**src/common/rcfg_pkg.sv**
```systemverilog
/*
 Shared constants and types for the PLL reconfiguration bridge.
 Holds the user and channel bus widths, the channel count, the soft CSR
 map and the channel address union. Modules refer to these by scoped
 names, for example rcfg_pkg::ADDR_BITS.
*/
`default_nettype none

package rcfg_pkg;

  // Channel count and the user address field that selects one
  localparam int NUM_CHANNELS = 2;
  localparam int CHAN_SEL_BITS = 1;

  // Bus widths
  localparam int ADDR_BITS = 10;
  localparam int USER_ADDR_BITS = ADDR_BITS + CHAN_SEL_BITS;
  localparam int USER_DATA_BITS = 32;
  localparam int CHAN_DATA_BITS = 8;

  // Bit 9 of a channel address picks the soft CSR over the transceiver port
  localparam int CSR_WINDOW_BIT = 9;
  localparam int CSR_OFFSET_BITS = 9;

  // Soft CSR map
  localparam logic [CSR_OFFSET_BITS-1:0] CSR_ID_OFFSET = 9'h000;
  localparam logic [CSR_OFFSET_BITS-1:0] CSR_STATUS_OFFSET = 9'h080;
  localparam logic [CSR_OFFSET_BITS-1:0] CSR_CONTROL_OFFSET = 9'h0E0;

  localparam logic [CHAN_DATA_BITS-1:0] PLL_CSR_ID = 8'hA5;

  // Depth of the status input synchronizers
  localparam int STATUS_SYNC_STAGES = 2;

  // One channel address, seen either as a raw transceiver register
  // address or as the CSR window flag with an offset below it
  typedef union packed {
    logic [ADDR_BITS-1:0] xcvr_view;
    struct packed {
      logic                       csr_window;
      logic [CSR_OFFSET_BITS-1:0] csr_offset;
    } csr_view;
  } chan_addr_u;

endpackage

`default_nettype wire

```
**src/pll_csr/pll_soft_csr.sv**
```systemverilog
/*
 Soft CSR of one PLL channel.
 Offers an ID register, a status register fed by synchronized PLL status
 inputs, and a control register that can override the PLL powerdown.
 Accesses take a single cycle; read data is combinational from the offset.
*/
`timescale 1ns/1ns
`default_nettype none

module pll_soft_csr (
  input  wire                                   clk,
  input  wire                                   rst_n,
  input  wire                                   csr_read,
  input  wire                                   csr_write,
  input  wire [rcfg_pkg::CSR_OFFSET_BITS-1:0]   csr_offset,
  input  wire [rcfg_pkg::CHAN_DATA_BITS-1:0]    csr_wdata,
  output logic [rcfg_pkg::CHAN_DATA_BITS-1:0]   csr_rdata,
  input  wire                                   pll_powerdown,
  input  wire                                   pll_locked,
  input  wire                                   pll_cal_busy,
  input  wire                                   pll_avmm_busy,
  output logic                                  out_pll_powerdown
);

  // Status synchronizer with locked in bit 0, cal_busy in bit 1 and avmm_busy in bit 2
  logic [rcfg_pkg::STATUS_SYNC_STAGES-1:0][2:0] status_sync;
  logic [2:0]                                   status_q;

  logic override_en;
  logic override_val;

  always_ff @(posedge clk) begin
    status_sync[0] <= {pll_avmm_busy, pll_cal_busy, pll_locked};
    for (int s = 1; s < rcfg_pkg::STATUS_SYNC_STAGES; s++) begin
      status_sync[s] <= status_sync[s-1];
    end
  end

  assign status_q = status_sync[rcfg_pkg::STATUS_SYNC_STAGES-1];

  // Control register
  always_ff @(posedge clk) begin
    if (!rst_n) begin
      override_en  <= 1'b0;
      override_val <= 1'b0;
    end else if (csr_write && (csr_offset == rcfg_pkg::CSR_CONTROL_OFFSET)) begin
      override_en  <= csr_wdata[0];
      override_val <= csr_wdata[1];
    end
  end

  // Powerdown follows the input unless overridden
  assign out_pll_powerdown = override_en ? override_val : pll_powerdown;

  always_comb begin
    csr_rdata = '0;
    if (csr_read) begin
      case (csr_offset)
        rcfg_pkg::CSR_ID_OFFSET: begin
          csr_rdata = rcfg_pkg::PLL_CSR_ID;
        end
        rcfg_pkg::CSR_STATUS_OFFSET: begin
          csr_rdata[2:0] = status_q;
          csr_rdata[3]   = out_pll_powerdown;
        end
        rcfg_pkg::CSR_CONTROL_OFFSET: begin
          csr_rdata[0] = override_en;
          csr_rdata[1] = override_val;
        end
        default: begin
          csr_rdata = '0;
        end
      endcase
    end
  end

endmodule

`default_nettype wire

```
**src/design/rcfg_request_decode.sv**
```systemverilog
/*
 Request decode for the shared reconfiguration slave.
 Captures one user access while idle, splits off the channel select from
 the top address bits and narrows the write data to one byte. The request
 is held toward the channels until the response stage reports rsp_done.
*/
`timescale 1ns/1ns
`default_nettype none

module rcfg_request_decode (
  input  wire                                       clk,
  input  wire                                       rst_n,
  input  wire                                       reconfig_read,
  input  wire                                       reconfig_write,
  input  wire [rcfg_pkg::USER_ADDR_BITS-1:0]        reconfig_address,
  input  wire [rcfg_pkg::USER_DATA_BITS-1:0]        reconfig_writedata,
  input  wire                                       rsp_done,
  output logic [rcfg_pkg::NUM_CHANNELS-1:0]         req_valid,
  output logic                                      req_is_read,
  output rcfg_pkg::chan_addr_u                      req_addr,
  output logic [rcfg_pkg::CHAN_DATA_BITS-1:0]       req_wdata
);

  logic [rcfg_pkg::CHAN_SEL_BITS-1:0] chan_sel;
  logic                               pending;
  logic                               capture;

  // A request is pending whenever some channel holds req_valid
  assign pending  = |req_valid;
  assign capture  = !pending && (reconfig_read || reconfig_write);
  assign chan_sel = reconfig_address[rcfg_pkg::USER_ADDR_BITS-1 -: rcfg_pkg::CHAN_SEL_BITS];

  always_ff @(posedge clk) begin
    if (!rst_n) begin
      req_valid <= '0;
    end else if (capture) begin
      for (int i = 0; i < rcfg_pkg::NUM_CHANNELS; i++) begin
        req_valid[i] <= (chan_sel == rcfg_pkg::CHAN_SEL_BITS'(i));
      end
    end else if (rsp_done) begin
      req_valid <= '0;
    end
  end

  // Only the low byte of the write data goes to the channel
  always_ff @(posedge clk) begin
    if (capture) begin
      req_is_read         <= reconfig_read;
      req_addr.xcvr_view  <= reconfig_address[rcfg_pkg::ADDR_BITS-1:0];
      req_wdata           <= reconfig_writedata[rcfg_pkg::CHAN_DATA_BITS-1:0];
    end
  end

  a_no_read_and_write: assert property (
    @(posedge clk) disable iff (!rst_n)
    !(reconfig_read && reconfig_write)
  );

endmodule

`default_nettype wire

```
**src/design/chan_access_ctrl.sv**
```systemverilog
/*
 Per-channel access sequencer.
 Uses the CSR window flag of the held request to either run a single-cycle
 access on the soft CSR, or drive a strobe on the transceiver register port
 and hold it through back-pressure. Ends every access with a chan_done pulse
 and the read byte on chan_rdata.
*/
`timescale 1ns/1ns
`default_nettype none

module chan_access_ctrl (
  input  wire                                   clk,
  input  wire                                   rst_n,
  input  wire                                   req_valid,
  input  wire                                   req_is_read,
  input  rcfg_pkg::chan_addr_u                  req_addr,
  input  wire [rcfg_pkg::CHAN_DATA_BITS-1:0]    req_wdata,
  output logic                                  avmm_read,
  output logic                                  avmm_write,
  output logic [rcfg_pkg::ADDR_BITS-1:0]        avmm_address,
  output logic [rcfg_pkg::CHAN_DATA_BITS-1:0]   avmm_writedata,
  input  wire [rcfg_pkg::CHAN_DATA_BITS-1:0]    avmm_readdata,
  input  wire                                   avmm_waitrequest,
  input  wire                                   pll_powerdown,
  input  wire                                   pll_locked,
  input  wire                                   pll_cal_busy,
  input  wire                                   pll_avmm_busy,
  output logic                                  out_pll_powerdown,
  output logic                                  chan_done,
  output logic [rcfg_pkg::CHAN_DATA_BITS-1:0]   chan_rdata
);

  logic                                 is_csr;
  logic                                 served;
  logic                                 start;
  logic                                 xcvr_finish;
  logic                                 csr_read;
  logic                                 csr_write;
  logic [rcfg_pkg::CHAN_DATA_BITS-1:0]  csr_rdata;

  assign is_csr = req_addr.csr_view.csr_window;

  // served marks that the held request was already taken on
  assign start       = req_valid && !served;
  assign xcvr_finish = (avmm_read || avmm_write) && !avmm_waitrequest;

  assign csr_read  = start && is_csr && req_is_read;
  assign csr_write = start && is_csr && !req_is_read;

  // Address and data are held by decode for the whole access
  assign avmm_address   = req_addr.xcvr_view;
  assign avmm_writedata = req_wdata;

  always_ff @(posedge clk) begin
    if (!rst_n) begin
      served     <= 1'b0;
      avmm_read  <= 1'b0;
      avmm_write <= 1'b0;
      chan_done  <= 1'b0;
    end else begin
      chan_done <= 1'b0;
      if (!req_valid) begin
        served <= 1'b0;
      end else if (start) begin
        served <= 1'b1;
      end
      if (start && !is_csr) begin
        avmm_read  <= req_is_read;
        avmm_write <= !req_is_read;
      end else if (xcvr_finish) begin
        avmm_read  <= 1'b0;
        avmm_write <= 1'b0;
        chan_done  <= 1'b1;
      end
      // CSR accesses complete in the cycle they start
      if (start && is_csr) begin
        chan_done <= 1'b1;
      end
    end
  end

  always_ff @(posedge clk) begin
    if (csr_read) begin
      chan_rdata <= csr_rdata;
    end else if (avmm_read && !avmm_waitrequest) begin
      chan_rdata <= avmm_readdata;
    end
  end

  pll_soft_csr u_csr (
    .clk               (clk),
    .rst_n             (rst_n),
    .csr_read          (csr_read),
    .csr_write         (csr_write),
    .csr_offset        (req_addr.csr_view.csr_offset),
    .csr_wdata         (req_wdata),
    .csr_rdata         (csr_rdata),
    .pll_powerdown     (pll_powerdown),
    .pll_locked        (pll_locked),
    .pll_cal_busy      (pll_cal_busy),
    .pll_avmm_busy     (pll_avmm_busy),
    .out_pll_powerdown (out_pll_powerdown)
  );

  a_strobe_exclusive: assert property (
    @(posedge clk) disable iff (!rst_n)
    !(avmm_read && avmm_write)
  );

  // Strobe, address and data hold until the port accepts
  a_strobe_held: assert property (
    @(posedge clk) disable iff (!rst_n)
    (avmm_read || avmm_write) && avmm_waitrequest |=>
      $stable({avmm_read, avmm_write, avmm_address, avmm_writedata})
  );

endmodule

`default_nettype wire

```
**src/design/rcfg_response.sv**
```systemverilog
/*
 Response stage of the reconfiguration bridge.
 Takes the byte of whichever channel finished, zero-extends it onto the
 32-bit read data, and drops waitrequest for one cycle to end the access.
 The same cycle releases the pending request in decode.
*/
`timescale 1ns/1ns
`default_nettype none

module rcfg_response (
  input  wire                                                         clk,
  input  wire                                                         rst_n,
  input  wire [rcfg_pkg::NUM_CHANNELS-1:0]                            chan_done,
  input  wire [rcfg_pkg::NUM_CHANNELS*rcfg_pkg::CHAN_DATA_BITS-1:0]   chan_rdata,
  output logic [rcfg_pkg::USER_DATA_BITS-1:0]                         reconfig_readdata,
  output logic                                                        reconfig_waitrequest,
  output logic                                                        rsp_done
);

  logic [rcfg_pkg::CHAN_DATA_BITS-1:0] done_byte;

  // Only one channel finishes at a time, so an OR of masked bytes selects it
  always_comb begin
    done_byte = '0;
    for (int i = 0; i < rcfg_pkg::NUM_CHANNELS; i++) begin
      if (chan_done[i]) begin
        done_byte = done_byte | chan_rdata[i*rcfg_pkg::CHAN_DATA_BITS +: rcfg_pkg::CHAN_DATA_BITS];
      end
    end
  end

  always_ff @(posedge clk) begin
    if (!rst_n) begin
      rsp_done <= 1'b0;
    end else begin
      rsp_done <= |chan_done;
    end
  end

  always_ff @(posedge clk) begin
    if (|chan_done) begin
      reconfig_readdata <= rcfg_pkg::USER_DATA_BITS'(done_byte);
    end
  end

  assign reconfig_waitrequest = !rsp_done;

  a_single_done: assert property (
    @(posedge clk) disable iff (!rst_n)
    $onehot0(chan_done)
  );

endmodule

`default_nettype wire

```
**src/design/rcfg_bridge_top.sv**
```systemverilog
/*
 Top level of the dual-channel PLL reconfiguration bridge.
 One shared user slave is decoded onto two channels, each with its own
 transceiver register port and soft CSR. Per-channel buses are packed
 into flat vectors, channel 0 in the low slice.
*/
`timescale 1ns/1ns
`default_nettype none

module rcfg_bridge_top (
  input  wire                                                         clk,
  input  wire                                                         rst_n,
  input  wire                                                         reconfig_read,
  input  wire                                                         reconfig_write,
  input  wire [rcfg_pkg::USER_ADDR_BITS-1:0]                          reconfig_address,
  input  wire [rcfg_pkg::USER_DATA_BITS-1:0]                          reconfig_writedata,
  output logic [rcfg_pkg::USER_DATA_BITS-1:0]                         reconfig_readdata,
  output logic                                                        reconfig_waitrequest,
  output logic [rcfg_pkg::NUM_CHANNELS-1:0]                           avmm_read,
  output logic [rcfg_pkg::NUM_CHANNELS-1:0]                           avmm_write,
  output logic [rcfg_pkg::NUM_CHANNELS*rcfg_pkg::ADDR_BITS-1:0]       avmm_address,
  output logic [rcfg_pkg::NUM_CHANNELS*rcfg_pkg::CHAN_DATA_BITS-1:0]  avmm_writedata,
  input  wire [rcfg_pkg::NUM_CHANNELS*rcfg_pkg::CHAN_DATA_BITS-1:0]   avmm_readdata,
  input  wire [rcfg_pkg::NUM_CHANNELS-1:0]                            avmm_waitrequest,
  input  wire [rcfg_pkg::NUM_CHANNELS-1:0]                            pll_powerdown,
  input  wire [rcfg_pkg::NUM_CHANNELS-1:0]                            pll_locked,
  input  wire [rcfg_pkg::NUM_CHANNELS-1:0]                            pll_cal_busy,
  input  wire [rcfg_pkg::NUM_CHANNELS-1:0]                            pll_avmm_busy,
  output logic [rcfg_pkg::NUM_CHANNELS-1:0]                           out_pll_powerdown
);

  localparam int DW = rcfg_pkg::CHAN_DATA_BITS;
  localparam int AW = rcfg_pkg::ADDR_BITS;

  logic [rcfg_pkg::NUM_CHANNELS-1:0]     req_valid;
  logic                                  req_is_read;
  rcfg_pkg::chan_addr_u                  req_addr;
  logic [DW-1:0]                         req_wdata;
  logic [rcfg_pkg::NUM_CHANNELS-1:0]     chan_done;
  logic [rcfg_pkg::NUM_CHANNELS*DW-1:0]  chan_rdata;
  logic                                  rsp_done;

  rcfg_request_decode u_decode (
    .clk                (clk),
    .rst_n              (rst_n),
    .reconfig_read      (reconfig_read),
    .reconfig_write     (reconfig_write),
    .reconfig_address   (reconfig_address),
    .reconfig_writedata (reconfig_writedata),
    .rsp_done           (rsp_done),
    .req_valid          (req_valid),
    .req_is_read        (req_is_read),
    .req_addr           (req_addr),
    .req_wdata          (req_wdata)
  );

  for (genvar ch = 0; ch < rcfg_pkg::NUM_CHANNELS; ch++) begin : g_chan
    chan_access_ctrl u_chan (
      .clk               (clk),
      .rst_n             (rst_n),
      .req_valid         (req_valid[ch]),
      .req_is_read       (req_is_read),
      .req_addr          (req_addr),
      .req_wdata         (req_wdata),
      .avmm_read         (avmm_read[ch]),
      .avmm_write        (avmm_write[ch]),
      .avmm_address      (avmm_address[ch*AW +: AW]),
      .avmm_writedata    (avmm_writedata[ch*DW +: DW]),
      .avmm_readdata     (avmm_readdata[ch*DW +: DW]),
      .avmm_waitrequest  (avmm_waitrequest[ch]),
      .pll_powerdown     (pll_powerdown[ch]),
      .pll_locked        (pll_locked[ch]),
      .pll_cal_busy      (pll_cal_busy[ch]),
      .pll_avmm_busy     (pll_avmm_busy[ch]),
      .out_pll_powerdown (out_pll_powerdown[ch]),
      .chan_done         (chan_done[ch]),
      .chan_rdata        (chan_rdata[ch*DW +: DW])
    );
  end

  rcfg_response u_response (
    .clk                  (clk),
    .rst_n                (rst_n),
    .chan_done            (chan_done),
    .chan_rdata           (chan_rdata),
    .reconfig_readdata    (reconfig_readdata),
    .reconfig_waitrequest (reconfig_waitrequest),
    .rsp_done             (rsp_done)
  );

endmodule

`default_nettype wire

```
**config.mk**
```make
export PLATFORM = sky130hd
export DESIGN_NAME = rcfg_bridge_top
export DESIGN_NICKNAME = d
export VERILOG_FILES = /design/src/common/rcfg_pkg.sv /design/src/pll_csr/pll_soft_csr.sv /design/src/design/rcfg_request_decode.sv /design/src/design/chan_access_ctrl.sv /design/src/design/rcfg_response.sv /design/src/design/rcfg_bridge_top.sv
export SDC_FILE = /design/constraint.sdc
export NUM_CORES = 1
export LEC_CHECK = 0
export ABC_AREA = 1
export BUFFER_PORTS_ARGS = -buffer_cell sky130_fd_sc_hd__buf_4
export CORE_MARGIN = 3
export CORE_UTILIZATION = 35
export CTS_CLUSTER_DIAMETER = 200
export DETAILED_ROUTE_END_ITERATION = 8
export GPL_ROUTABILITY_DRIVEN = 0
export MAX_ROUTING_LAYER = met4
export PLACE_DENSITY = 0.66
export SLEW_MARGIN = 20
export SYNTH_ARGS = -nofsm -noshare
export SYNTH_HDL_FRONTEND = slang
export SYNTH_SLANG_ARGS = --single-unit
```
**constraint.sdc**
```tcl
create_clock -name clk -period 2.3 [get_ports clk]
set_clock_uncertainty 0.1 [all_clocks]
set_input_delay 0.23 -clock clk [delete_from_list [all_inputs] [get_ports clk]]
set_output_delay 0.23 -clock clk [all_outputs]
set_load 0.005 [all_outputs]
```
* After elaboration in Yosys (flattened, before gate mapping)
Cells that the tools add are included.
** Word-level totals
- Output and inout port bits :: 75
- Logic and storage cells :: 93
- Register bits :: 70
- Bits of input ports :: 73
** Operators by class
- Bitwise logic cells :: 2
- Reduce and logical (&&, ||, !) cells :: 38
- Multiplexer cells :: 27
- Equality and inequality tests :: 2
** Operators by type and width (count)
- $mux W8 :: 6
- $eq A9 B8 Y1 const B :: 2
- $logic_and A1 B1 Y1 :: 17
- $mux W1 :: 14
- $pmux W2 S3 :: 2
- $reduce_bool A2 Y1 :: 5
- $logic_not A9 Y1 :: 1
- $logic_not A1 Y1 :: 8
- $or A8 B8 Y8 :: 1
- $pmux W2 S2 :: 2
- $mux W2 :: 2
- $mux W4 :: 1
- $reduce_and A2 Y1 :: 2
- $reduce_or A2 Y1 :: 2
- $logic_or A1 B1 Y1 :: 3
- $not A1 Y1 :: 1

* Longest topological paths before layout
Gate-level depths: netlist of run 1.
- Word-level depth :: 5
- Mapped depth :: 9
- Depth with buffers taken out :: 9

* Hierarchy
Synthesis of run 1 repeated with hierarchy kept, for this count alone.
** Second synthesis, totals
- Cell total of the unflattened synthesis :: 390
- Area total of the unflattened synthesis :: 3438.3 um^2
** Modules (own cells, without submodules)
- chan_access_ctrl :: instances 2, sequential area each 320.3 um^2, cells each 84, area an instance 694.4 um^2
- pll_soft_csr :: instances 2, sequential area each 160.2 um^2, cells each 61, area an instance 396.6 um^2
- rcfg_request_decode :: instances 1, sequential area each 610.6 um^2, cells each 35, area an instance 674.4 um^2
- rcfg_response :: instances 1, sequential area each 260.2 um^2, cells each 65, area an instance 581.8 um^2

* Worst setup path after synthesis of run 1
No wires, ideal clock.
- Path type :: reg2reg
- From :: register u_decode.req_valid[0] (netlist bit)
- To :: register u_decode.req_addr[0] (netlist bit), enable pin
- Data required time :: 1.776 ns
- Setup slack :: -0.025 ns
- Cell stages (with the launch flop) :: 2
- Library setup time :: 0.424 ns
- Buffers on the path :: 0
- Period minus slack after synthesis :: 2.325 ns
- Data arrival time :: 1.802 ns
- Path through :: dfxtp_1 nor3_1
** Between the ends
- Cells in the longest elaborated chain, start to end :: 3
** Ends and longest elaborated chain
- from (decl) :: line rcfg_request_decode.sv:18 : output logic [rcfg_pkg::NUM_CHANNELS-1:0] req_valid,
- from (signal, indexed assignment) :: line rcfg_request_decode.sv:38 : req_valid[i] <= (chan_sel == rcfg_pkg::CHAN_SEL_BITS'(i));
- $reduce_or A2 Y1 :: line rcfg_request_decode.sv:29 : assign pending = |req_valid;
- $logic_not A1 Y1 :: line rcfg_request_decode.sv:30 : assign capture = !pending && (reconfig_read || reconfig_write);
- $logic_and A1 B1 Y1 :: line rcfg_request_decode.sv:30
- named net u_decode.capture :: line rcfg_request_decode.sv:26 : logic capture;
- to (decl) :: line rcfg_request_decode.sv:20 : output rcfg_pkg::chan_addr_u req_addr,
The timed path passes the listed nets, and every way through them passes these cells.
A chain may end at the register's enable or synchronous reset.

* Final worst setup path of run 1
- From :: register u_decode.req_addr[9] (netlist bit)
- To :: register g_chan[0].u_chan.chan_rdata[2] (netlist bit), enable pin
** Between the ends
- Cells in the longest elaborated chain, start to end :: 3
** Ends and longest elaborated chain
- $logic_and A1 B1 Y1 (2 in series) :: line chan_access_ctrl.sv:47 : assign csr_read = start && is_csr && req_is_read;
- $reduce_bool A2 Y1 (no line)
- to (signal assigned) :: line chan_access_ctrl.sv:84 : chan_rdata <= csr_rdata;
- to (signal assigned) :: line chan_access_ctrl.sv:86 : chan_rdata <= avmm_readdata;
- to (decl) :: line chan_access_ctrl.sv:30 : output logic [rcfg_pkg::CHAN_DATA_BITS-1:0] chan_rdata
No other way between the ends.

==> metrics, run 1 <==
PD cells roughly 730 mW/mm²; cts repair resizes 0; Routed Antenna Nets 0; Critical Path Sink g_chan[0].u_chan.chan_rdata[2]$_DFFE_PP_; CP startpoint u_decode.req_addr[9]$_DFFE_PP_; Detailed Place HPWL approximately 4.7 mm; clk slew on worst S/H paths 0.07 ns; Comb pwr share 14.7%; CP delay by family, top simple AND/OR/NAND/NOR gates; top post-synthesis cells by area edfxtp_1 43%, dfxtp_1 18%, buf_4 12%, nand2_1 8.3%, inv_1 3.0%; final hold slack a little under 0.04 ns; Seq pwr share 51.3%; Final Hold Vio Count 0; cell area after synthesis ~0.003 mm²; crit share post-route 73.88%; gr usage total roughly an eighth; nets 470; sw frac about a quarter; critical path arrival about 1.6 ns; flops & latches, synth 70; CTS Buf Count 9; Crit path largest cell delay 0.49 ns; grt ovf 0; htree depth 3; largest area contributor in the netlist edfxtp_1; IO buf count 99; # hold bufs at CTS 26; worst skew pair latency 0.34 ns; boundary pin count about 150; critical path launch point type flip-flop; Reg-to-Reg Start u_decode.req_addr[9]$_DFFE_PP_; Vias/cell 4.252; fmax 588.5 MHz; status complete, no violations; DR WL/cell 12.16 µm; row count 33; Starting Density 36.29%; CTS tree built; pin count of the biggest net entering global routing 22; internal power about 2.3 mW; layout cell share with drive strength beyond 1 33.58%; CTS Buffer Depth 2; cells after synthesis 288; Post-Route WL about 6 mm; Critical-path top delay cell edfxtp_1; fin util 49.26%; data required time of the worst path 2.22 ns; Peak VDD IR between 0.0003 and 0.0004 V; Sink Count 70; Synth top area share 43.09%; CP endpoint kind flip-flop; Residual DRC 0; max_cap viols 0; post-synthesis sequential area ratio 61.13%; Crit Reg-Reg Endpoint g_chan[0].u_chan.chan_rdata[2]$_DFFE_PP_; via count 2156; CP Buf/Inv Count 1; # diodes 0; Reg2Reg Depth 4; initial antenna violation count 0; min cycle time layout 1.699 ns; Leakage ~1.8 nW; reg-to-reg slack, setup 0.60 ns; Root Driver clkbuf_8; Sequential cell area 0.001832 mm²; worst hold path type input pin to flip-flop; first-pass GRT wire length 9.777 mm; Psw between 0.7 and 0.8 mW; setup TNS 0 ns; area delta synth->final 35.74%; Crit path depth 4; 1st-iter DRT viols 59; unique cell type count in the Yosys netlist 25; CP Max Fanout 10; # setup viols final 0; die area 0.009708 mm²; FILL cells ~760; Die Y-Extent about 99 µm; YS warnings 0; vias in the first global route 2099; Pre-antenna DRT Iters 4; worst setup path class flip-flop to flip-flop; Clock Power Share 34.0%; die width ~99 µm; setup repair bufs after CTS 0; Core Area 0.008258 mm²; Slew Limit Fails 0; RSZ-0062 raised after global routing false; Cell Chain, Critical Path nand3_2, nor2_2, inv_2, nand2_1; footprint of the multi-input gates 783.3 µm²; post-synthesis area per instance 10.40 µm²
-- power groups by stage --
stage / sequential (mW) / combinational, mW / clock [mW]
6_report: 1.53 / 0.440 / 1.01
5_1_grt: 1.54 / 0.485 / 1.10
4_1_cts: 1.53 / 0.446 / 1.04
3_5_place_dp: 1.56 / 0.410 / 0
3_3_place_gp: 1.55 / 0.403 / 0
2_1_floorplan: 1.54 / 0.249 / 0
-- sequential cells by signal (all words and copies together), names as in the netlist, 6 cells and up --
register                         count
g_chan.u_chan.u_csr.status_q         6
g_chan.u_chan.u_csr.status_sync      6
u_decode.req_addr                   10
u_response.reconfig_readdata         8
g_chan.u_chan.chan_rdata            16
u_decode.req_wdata                   8
-- how the worst min path moves through the flow --
| stage | endpoint | cells past startpoint | from | slack (ns) |
|---|---|---|---|---|
| after CTS | g_chan[1].u_chan.chan_rdata[4]$_SDFFCE_PP0P_ | 3 | avmm_readdata[12] | 0.02 |
| after global routing | g_chan[0].u_chan.chan_rdata[6]$_SDFFCE_PP0P_ | 3 | avmm_readdata[6] | 0.04 |
| after detailed placement | g_chan[1].u_chan.u_csr.status_q[1]$_DFF_P_ | 0 | g_chan[1].u_chan.u_csr.status_sync[1]$_DFF_P_ | 0.21 |
| final | u_decode.req_valid[1]$_SDFFE_PN0P_ | 3 | reconfig_address[10] | 0.04 |
| after global placement | g_chan[1].u_chan.u_csr.status_q[1]$_DFF_P_ | 0 | g_chan[1].u_chan.u_csr.status_sync[1]$_DFF_P_ | 0.21 |
| after floorplan | g_chan[0].u_chan.u_csr.status_sync[0]$_DFF_P_ | 0 | pll_locked[0] | 0.16 |
-- placed cells by master (no fill, tap or decap), types with 2 or more instances in the layout --
| cell | n |
|---|---|
| a21oi_1 | 9 |
| a22o_1 | 8 |
| buf_4 | 100 |
| clkbuf_8 | 11 |
| clkinvlp_4 | 3 |
| conb_1 | 24 |
| dfxtp_1 | 27 |
| dlygate4sd3_1 | 26 |
| edfxtp_1 | 43 |
| inv_1 | 24 |
| inv_2 | 3 |
| nand2_1 | 66 |
| nand2_2 | 2 |
| nand3_1 | 16 |
| nand3_2 | 2 |
| nor2_1 | 12 |
| nor2_2 | 3 |
| nor2_4 | 4 |
| o211ai_1 | 2 |
| o21ai_0 | 3 |
| o21ai_1 | 5 |
| or2_2 | 2 |
-- per-layer routing --
metal | track usage (%) | routed length (µm)
met5 | - | 0
met1 | 15.07 | 2505
met4 | 4.097 | 78
met2 | 22.15 | 3071
met3 | 4.812 | 512
-- area by class of cell --
cell class,instances,share of cell area (%)
flip-flops and latches,70,45.03
repair buffers,126,24.85
multi-input cells,163,19.26
clock buffers,11,3.722
well taps,105,3.230
inverters,27,2.492
clock inverters,5,1.415
-- synth_stat cells --
| library cell | number |
|---|---|
| nor2_4 | 4 |
| or2_2 | 2 |
| buf_4 | 48 |
| nand2_2 | 2 |
| edfxtp_1 | 43 |
| conb_1 | 1 |
| dfxtp_1 | 27 |
| a21oi_2 | 1 |
| a22o_1 | 8 |
| o21ai_1 | 5 |
| nor2_1 | 12 |
| clkbuf_1 | 3 |
| inv_2 | 3 |
| nand4_1 | 1 |
| a21oi_1 | 9 |
| o21ai_0 | 3 |
| nor2_2 | 3 |
| inv_1 | 24 |
| nor3_1 | 1 |
| nand3_2 | 2 |
| o211ai_1 | 2 |
| or2_4 | 1 |
| nand3_1 | 16 |
| a211oi_1 | 1 |
| nand2_1 | 66 |
-- worst register-to-register path, cell delays in order (launching register included) --
cell      delay [ns]
edfxtp_1        0.49
nand3_2         0.14
nor2_2          0.21
inv_2           0.14
nand2_1         0.29
-- cell families after synthesis --
family,share of synthesized area [%]
AOI/OAI and AO/OA,6.221
and+or+nand+nor,16.74
DFF,61.13
buffers and inverters,15.78
other,0.1251
-- through the flow --
| stage | total power, mW | std cells | setup WS, ns | instance area (µm²) |
|---|---|---|---|---|
| floorplan | 1.790 | 311 | 0.5857 | 3088 |
| global placement | 1.958 | 465 | 0.5933 | 3598 |
| detailed placement | 1.969 | 465 | 0.5728 | 3598 |
| CTS | 3.021 | 507 | 0.5637 | 4068 |
| global route | 3.134 | 507 | 0.4400 | 4068 |
| finish | 2.986 | 507 | 0.6006 | 4068 |
Power figures use the tool's default switching activity.
==> run 2: changes to the inputs <==
- PLACE_DENSITY: 0.66 -> not set
- clock period: 2.3 -> 1.7 ns (I/O delays scaled with it)
==> run 2 against run 1 <==
Net effect: sequential power increased by 35%; first-iteration DRC count increased by 15%; die area unchanged; register-to-register slack got worse by 0.46 ns; clock power increased by 24%; final cell count increased by 1.8%; via count increased by 2.5%; total power increased by 32%; sequential share of layout area decreased by 0.66 points; worst setup slack got worse by 0.46 ns; design area increased by 1.5%.
==> metrics, run 2 (synthesized netlist as in run 1, its figures left out) <==
Final Hold Vio Count 0 (unchanged); CP Max Fanout 8 (-2); Leakage 1.820 nW (+1.9%); worst setup path class flip-flop to flip-flop; gr usage total 13.61% (+0.28 points); Routed Antenna Nets 0 (unchanged); Slew Limit Fails 0 (unchanged); die area 0.009708 mm² (unchanged); 1st-iter DRT viols 68 (+15%); Pre-antenna DRT Iters 4 (unchanged); Seq pwr share 52.5% (+1.2 points); CTS Buffer Depth 2 (unchanged); internal power 2.990 mW (+33%); area delta synth->final 37.75%; FILL cells 790 (+3.5%); setup TNS 0 ns (unchanged); Detailed Place HPWL 4.690 mm (-0.48%); Top Metal Used met4; worst hold path type input pin to flip-flop; row count 33 (unchanged); data required time of the worst path 1.60 ns (-0.62 ns); vias in the first global route 2173 (+3.5%); grt ovf 0 (unchanged); Critical-path top delay cell dfxtp_1; max_cap viols 0 (unchanged); Residual DRC 0 (unchanged); DR WL/cell 12.40 µm (+1.9%); layout cell share with drive strength beyond 1 33.09% (-0.49 points); Biggest register g_chan.u_chan.chan_rdata; initial antenna violation count 0 (unchanged); CP endpoint kind flip-flop; Sink Count 70 (unchanged); max reg flops 16 (unchanged); CTS tree built; htree depth 3 (unchanged); status complete, no violations; Clock Power Share 31.7% (-2.3 points); CTS Buf Count 9 (unchanged); critical path launch point type flip-flop; nets 479 (+1.9%); fmax 640.0 MHz (+8.8%); WL met2 3.252 mm (+5.9%); first-pass GRT wire length 10.17 mm (+4.0%); Crit path largest cell delay 0.46 ns (-0.03 ns); # setup viols final 0 (unchanged); Core Area 0.008258 mm² (unchanged); crit share post-route 91.91% (+18 points); Psw 0.9521 mW (+30%); Vias/cell 4.281 (+0.67%); sw frac 24.15% (-0.34 points); final hold slack 0.008119 ns (-0.03143 ns); die width 98.53 µm (unchanged); boundary pin count 148 (unchanged); via count 2209 (+2.5%); RSZ-0062 raised after global routing false; wl on met1 2.668 mm (+6.5%); pin count of the biggest net entering global routing 22 (unchanged); Largest regs g_chan.u_chan.chan_rdata x16, u_decode.req_addr x10; Comb pwr share 15.8% (+1.1 points); clk slew on worst S/H paths 0.07 ns (about the same); Cell Chain, Critical Path nand3_2, nor2_4, inv_2, nand2_1; Peak VDD IR 0.0004387 V (+12%); Post-Route WL 6.398 mm (+3.7%); commonest non-fill, non-tap cells in the layout 104 x buf_4, 66 x nand2_1, 43 x edfxtp_1; footprint of the multi-input gates 789.5 µm² (+0.80%); IO buf count 99 (unchanged); Die Y-Extent 98.53 µm (unchanged); min cycle time layout 1.563 ns (-0.1368 ns); PD cells 955.1 mW/mm² (+30%); Root Driver clkbuf_8; Starting Density 36.29% (unchanged); worst skew pair latency 0.33 ns (about the same); commonest non-fill, non-tap cell in the layout buf_4; met3 WL 401 µm (-22%); critical path arrival 1.46 ns (-0.15 ns); # diodes 0 (unchanged); Sequential cell area 0.001832 mm² (unchanged)
[run 2: through the flow]
stage	total power [mW]	util (%)	setup WS, ns	cells	cell area (µm²)
after floorplan	2.426	-	0.2340	311	3094
after global placement	2.666	44.02	0.1694	469	3635
after detailed placement	2.678	44.02	0.1367	469	3635
after CTS	3.988	49.98	0.1202	516	4128
after global routing	4.147	49.98	0.05814	516	4128
final	3.942	49.98	0.1375	516	4128
[run 2: routing by layer]
layer,track usage (%),vias to the layer above
li1,-,1107
met1,15.49,1002
met2,23.30,90
met3,3.468,10
met4,4.727,0
met5,-,-
[run 2: cell type report]
class,count,area share (%)
sequential,70,44.38
tap,105,3.183
timing repair buffer,135,26.43
inverter,27,2.455
clock inverter,4,1.152
clock buffer,12,3.274
multi-input combinational,163,19.13
[run 2: worst paths after layout]
kind | slack (ns) | start | cells after the start | to
hold reg to reg | 0.23 | g_chan[0].u_chan.u_csr.status_sync[0]$_DFF_P_ | 0 | g_chan[0].u_chan.u_csr.status_q[0]$_DFF_P_
setup / recovery | 0.14 | u_decode.req_valid[1]$_SDFFE_PN0P_ | 4 | g_chan[1].u_chan.chan_rdata[0]$_DFFE_PP_
setup reg to reg | 0.14 | u_decode.req_valid[1]$_SDFFE_PN0P_ | 4 | g_chan[1].u_chan.chan_rdata[0]$_DFFE_PP_
hold / removal | 0.008 | avmm_readdata[4] | 3 | g_chan[0].u_chan.chan_rdata[4]$_SDFFCE_PP0P_
[run 2: worst max-delay path, delay by kind of cell, from the launching register on]
family / cells / cell delay (ns)
and+or+nand+nor: 3 / 0.61
DFF: 1 / 0.46
buffers and inverters: 1 / 0.05
[run 2: power groups by stage]
stage | clock network [mW] | registers, mW | logic, mW
after CTS | 1.29 | 2.07 | 0.629
after floorplan | 0 | 2.09 | 0.340
after global placement | 0 | 2.10 | 0.562
after detailed placement | 0 | 2.11 | 0.571
final | 1.25 | 2.07 | 0.623
after global routing | 1.37 | 2.09 | 0.686
[run 2: what timing repair did]
| item | 4_1_cts | 5_1_grt |
|---|---|---|
| hold endpoints to repair | 32 | 0 |
| hold buffers | 31 | 0 |
| resized for setup | 0 | 0 |
| buffers inserted | 0 | 0 |
==> run 3: changes to the inputs <==
- SYNTH_HIERARCHICAL: not set -> 1
==> run 3 against run 2 <==
Net effect: routed wire length grew 8.7%; worst setup slack gained 0.014 ns; via count grew 14%; synthesized area grew 15%; hold slack gained 0.0080 ns; die area grew 14%; clock power shrank 13%; largest cell class unchanged.
==> metrics, run 3 <==
status complete, no violations; CTS Buffer Depth 2 (unchanged); fraction of registers with async set/reset 0% (unchanged); worst hold path depth 3 (unchanged); Synth top area share 37.55% (-5.5 points); Clock Power Share 29.2% (-2.5 points); internal power 2.803 mW (-6.3%); pin count of the biggest net entering global routing 20 (-9.1%); worst skew pair latency 0.34 ns (about the same); CP endpoint kind flip-flop; commonest non-fill, non-tap cells in the layout 129 x nand2_1, 110 x buf_4, 43 x edfxtp_1; Psw 0.9359 mW (-1.7%); Reg-to-Reg Start u_decode/req_addr[9]$_DFFE_PP_; Reg2Reg Depth 6 (+2); YS warnings 6 (+6); CTS Buf Count 9 (unchanged); first-pass GRT wire length 11.50 mm (+13%); max reg flops 16 (unchanged); hold-critical path endpoint g_chan[1].u_chan/chan_rdata[7]$_DFFE_PP_; fmax 645.7 MHz (+0.89%); most frequent cell after synthesis nand2_1; EDFF count, synth 43 (unchanged); CP startpoint u_decode/req_addr[9]$_DFFE_PP_; Vias/cell 3.994 (-6.7%); list of most frequent post-synthesis cells 129 x nand2_1, 67 x buf_4, 43 x edfxtp_1; Routed Antenna Nets 0 (unchanged); initial antenna violation count 0 (unchanged); CTS tree built; vias in the first global route 2492 (+15%); max_cap viols 0 (unchanged); Crit Reg-Reg Endpoint g_chan[0].u_chan/chan_rdata[5]$_DFFE_PP_; RSZ-0062 raised after global routing false; Largest regs g_chan.u_chan/chan_rdata x16, u_decode/req_addr x10; # diodes 0 (unchanged); DR WL/cell 10.99 µm (-11%); reg-to-reg slack, setup 0.15 ns (about the same); row count 35 (+6.1%); cells after synthesis 390 (+35%); Leakage 2.136 nW (+17%); crit share post-route 91.11% (-0.81 points); unique cell type count in the Yosys netlist 20 (-20%); htree depth 3 (unchanged); Die Y-Extent 105.1 µm (+6.7%); Seq pwr share 54.5% (+2.0 points); post-synthesis area per instance 8.816 µm² (-15%); commonest non-fill, non-tap cell in the layout nand2_1; Post-Route WL 6.956 mm (+8.7%); worst setup path class flip-flop to flip-flop; Root Driver clkbuf_8; worst hold path type input pin to flip-flop; Peak VDD IR 0.0003922 V (-11%); clk slew on worst S/H paths 0.07 ns (about the same); Core Area 0.009371 mm² (+13%); Worst Hold Launch avmm_readdata[15]; nets 572 (+19%); data required time of the worst path 1.69 ns (+0.09 ns); Pre-antenna DRT Iters 4 (unchanged); CP Max Fanout 10 (+2); Slew Limit Fails 0 (unchanged); fin util 47.76% (-2.2 points); top post-synthesis cells by area edfxtp_1 38%, dfxtp_1 16%, buf_4 15%, nand2_1 14%, inv_1 4.5%; post-synthesis sequential area ratio 53.28% (-7.9 points); area delta synth->final 30.17%; cell area after synthesis 0.003438 mm² (+15%); via count 2528 (+14%); sw frac 25.03% (+0.88 points); layout cell share with drive strength beyond 1 29.37% (-3.7 points); min cycle time layout 1.549 ns (-0.01374 ns); Biggest register g_chan.u_chan/chan_rdata; IO buf count 99 (unchanged); PD cells 835.3 mW/mm² (-13%); grt ovf 0 (unchanged); critical path launch point type flip-flop; # setup viols final 0 (unchanged); setup TNS 0 ns (unchanged); 1st-iter DRT viols 97 (+43%); Sequential cell area 0.001834 mm² (+0.14%); Sink Count 70 (unchanged); die area 0.01105 mm² (+14%); critical path arrival 1.54 ns (+0.08 ns); Detailed Place HPWL 5.075 mm (+8.2%); Final Hold Vio Count 0 (unchanged); Residual DRC 0 (unchanged); Starting Density 36.69% (+0.40 points); footprint of the multi-input gates 993.5 µm² (+26%); flops & latches, synth 70 (unchanged); largest area contributor in the netlist edfxtp_1; Comb pwr share 16.3% (+0.5 points); die width 105.1 µm (+6.7%); FILL cells 909 (+15%); gr usage total 13.59% (-0.014 points); Main synth FF type edfxtp_1; boundary pin count 148 (unchanged)
==> run 3: cell types whose count changed after synthesis, sizes merged, moves of 3 or more <==
cell	previous run	this run
nand2	68	129
a22o	8	0
clkbuf	3	0
or2	3	0
buf	48	68
inv	27	48
nor2	19	37
==> run 3: worst max-delay path by stage <==
stage / to / depth (start not counted) / slack (ns)
3_3_place_gp: g_chan[0].u_chan/chan_rdata[6]$_DFFE_PP_ / 5 / 0.16
2_1_floorplan: g_chan[0].u_chan/chan_rdata[7]$_DFFE_PP_ / 7 / 0.18
3_5_place_dp: g_chan[0].u_chan/chan_rdata[5]$_DFFE_PP_ / 8 / 0.13
6_report: g_chan[0].u_chan/chan_rdata[5]$_DFFE_PP_ / 6 / 0.15
5_1_grt: g_chan[1].u_chan/chan_rdata[7]$_DFFE_PP_ / 7 / 0.02
4_1_cts: g_chan[1].u_chan/chan_rdata[7]$_DFFE_PP_ / 7 / 0.11
==> run 3: repair_timing <==
| item | in CTS | in global routing |
|---|---|---|
| hold buffers | 31 | 0 |
| endpoints found under the setup margin | 0 | 6 |
| hold endpoints to repair | 32 | 0 |
| gates resized for setup | 0 | 4 |
| buffers inserted | 0 | 6 |
==> run 3: power by group through the flow <==
stage / combinational, mW / clock [mW] / sequential, mW
final: 0.610 / 1.09 / 2.04
after global routing: 0.674 / 1.23 / 2.05
after CTS: 0.588 / 1.14 / 2.04
after floorplan: 0.386 / 0 / 2.05
after detailed placement: 0.531 / 0 / 2.08
after global placement: 0.523 / 0 / 2.07
==> run 3: stage by stage <==
stage	worst slack, ns	instance area, µm²	std cells	hold WS [ns]	power, mW
4_1_cts	0.1102	4423	627	0.001412	3.767
3_3_place_gp	0.1610	3960	580	0.1764	2.597
2_1_floorplan	0.1840	3532	415	0.09772	2.439
5_1_grt	0.01748	4476	633	0.003979	3.957
3_5_place_dp	0.1319	3960	580	0.1756	2.609
6_report	0.1512	4476	633	0.01608	3.739
==> run 3: cell families (layout without fill, tap and decap cells) <==
group / Yosys count / count (layout) / share of synthesized area (%)
AND/OR/NAND/NOR: 185 / 185 / 23.65
other: 3 / 28 / 0.3275
buffers and inverters: 118 / 207 / 20.71
flip-flops: 70 / 70 / 53.28
AO/OA/AOI/OAI: 14 / 14 / 2.038
==> run 3: cell type report <==
cell class | count | share of cell area (%)
timing repair buffer | 141 | 25.38
sequential | 70 | 40.98
inverter | 50 | 4.417
multi-input combinational | 227 | 22.20
clock buffer | 13 | 3.103
clock inverter | 3 | 0.3075
tap | 129 | 3.606
==> run 3: metal layers <==
metal  vias to the layer above  track usage (%)  wire [µm]
met2                        89            23.46       3503
met1                      1106            15.10       2971
met3                         9            3.459        370
met4                         0            5.155        110
li1                       1324                -          -
met5                         -                -          0
==> run 3: critical path, cell delays in order, from the launching register on <==
cell,delay [ns]
edfxtp_1,0.55
nand3_4,0.23
clkinv_4,0.11
nand2_1,0.13
nor2_1,0.07
nand2_1,0.06
nand2_1,0.05
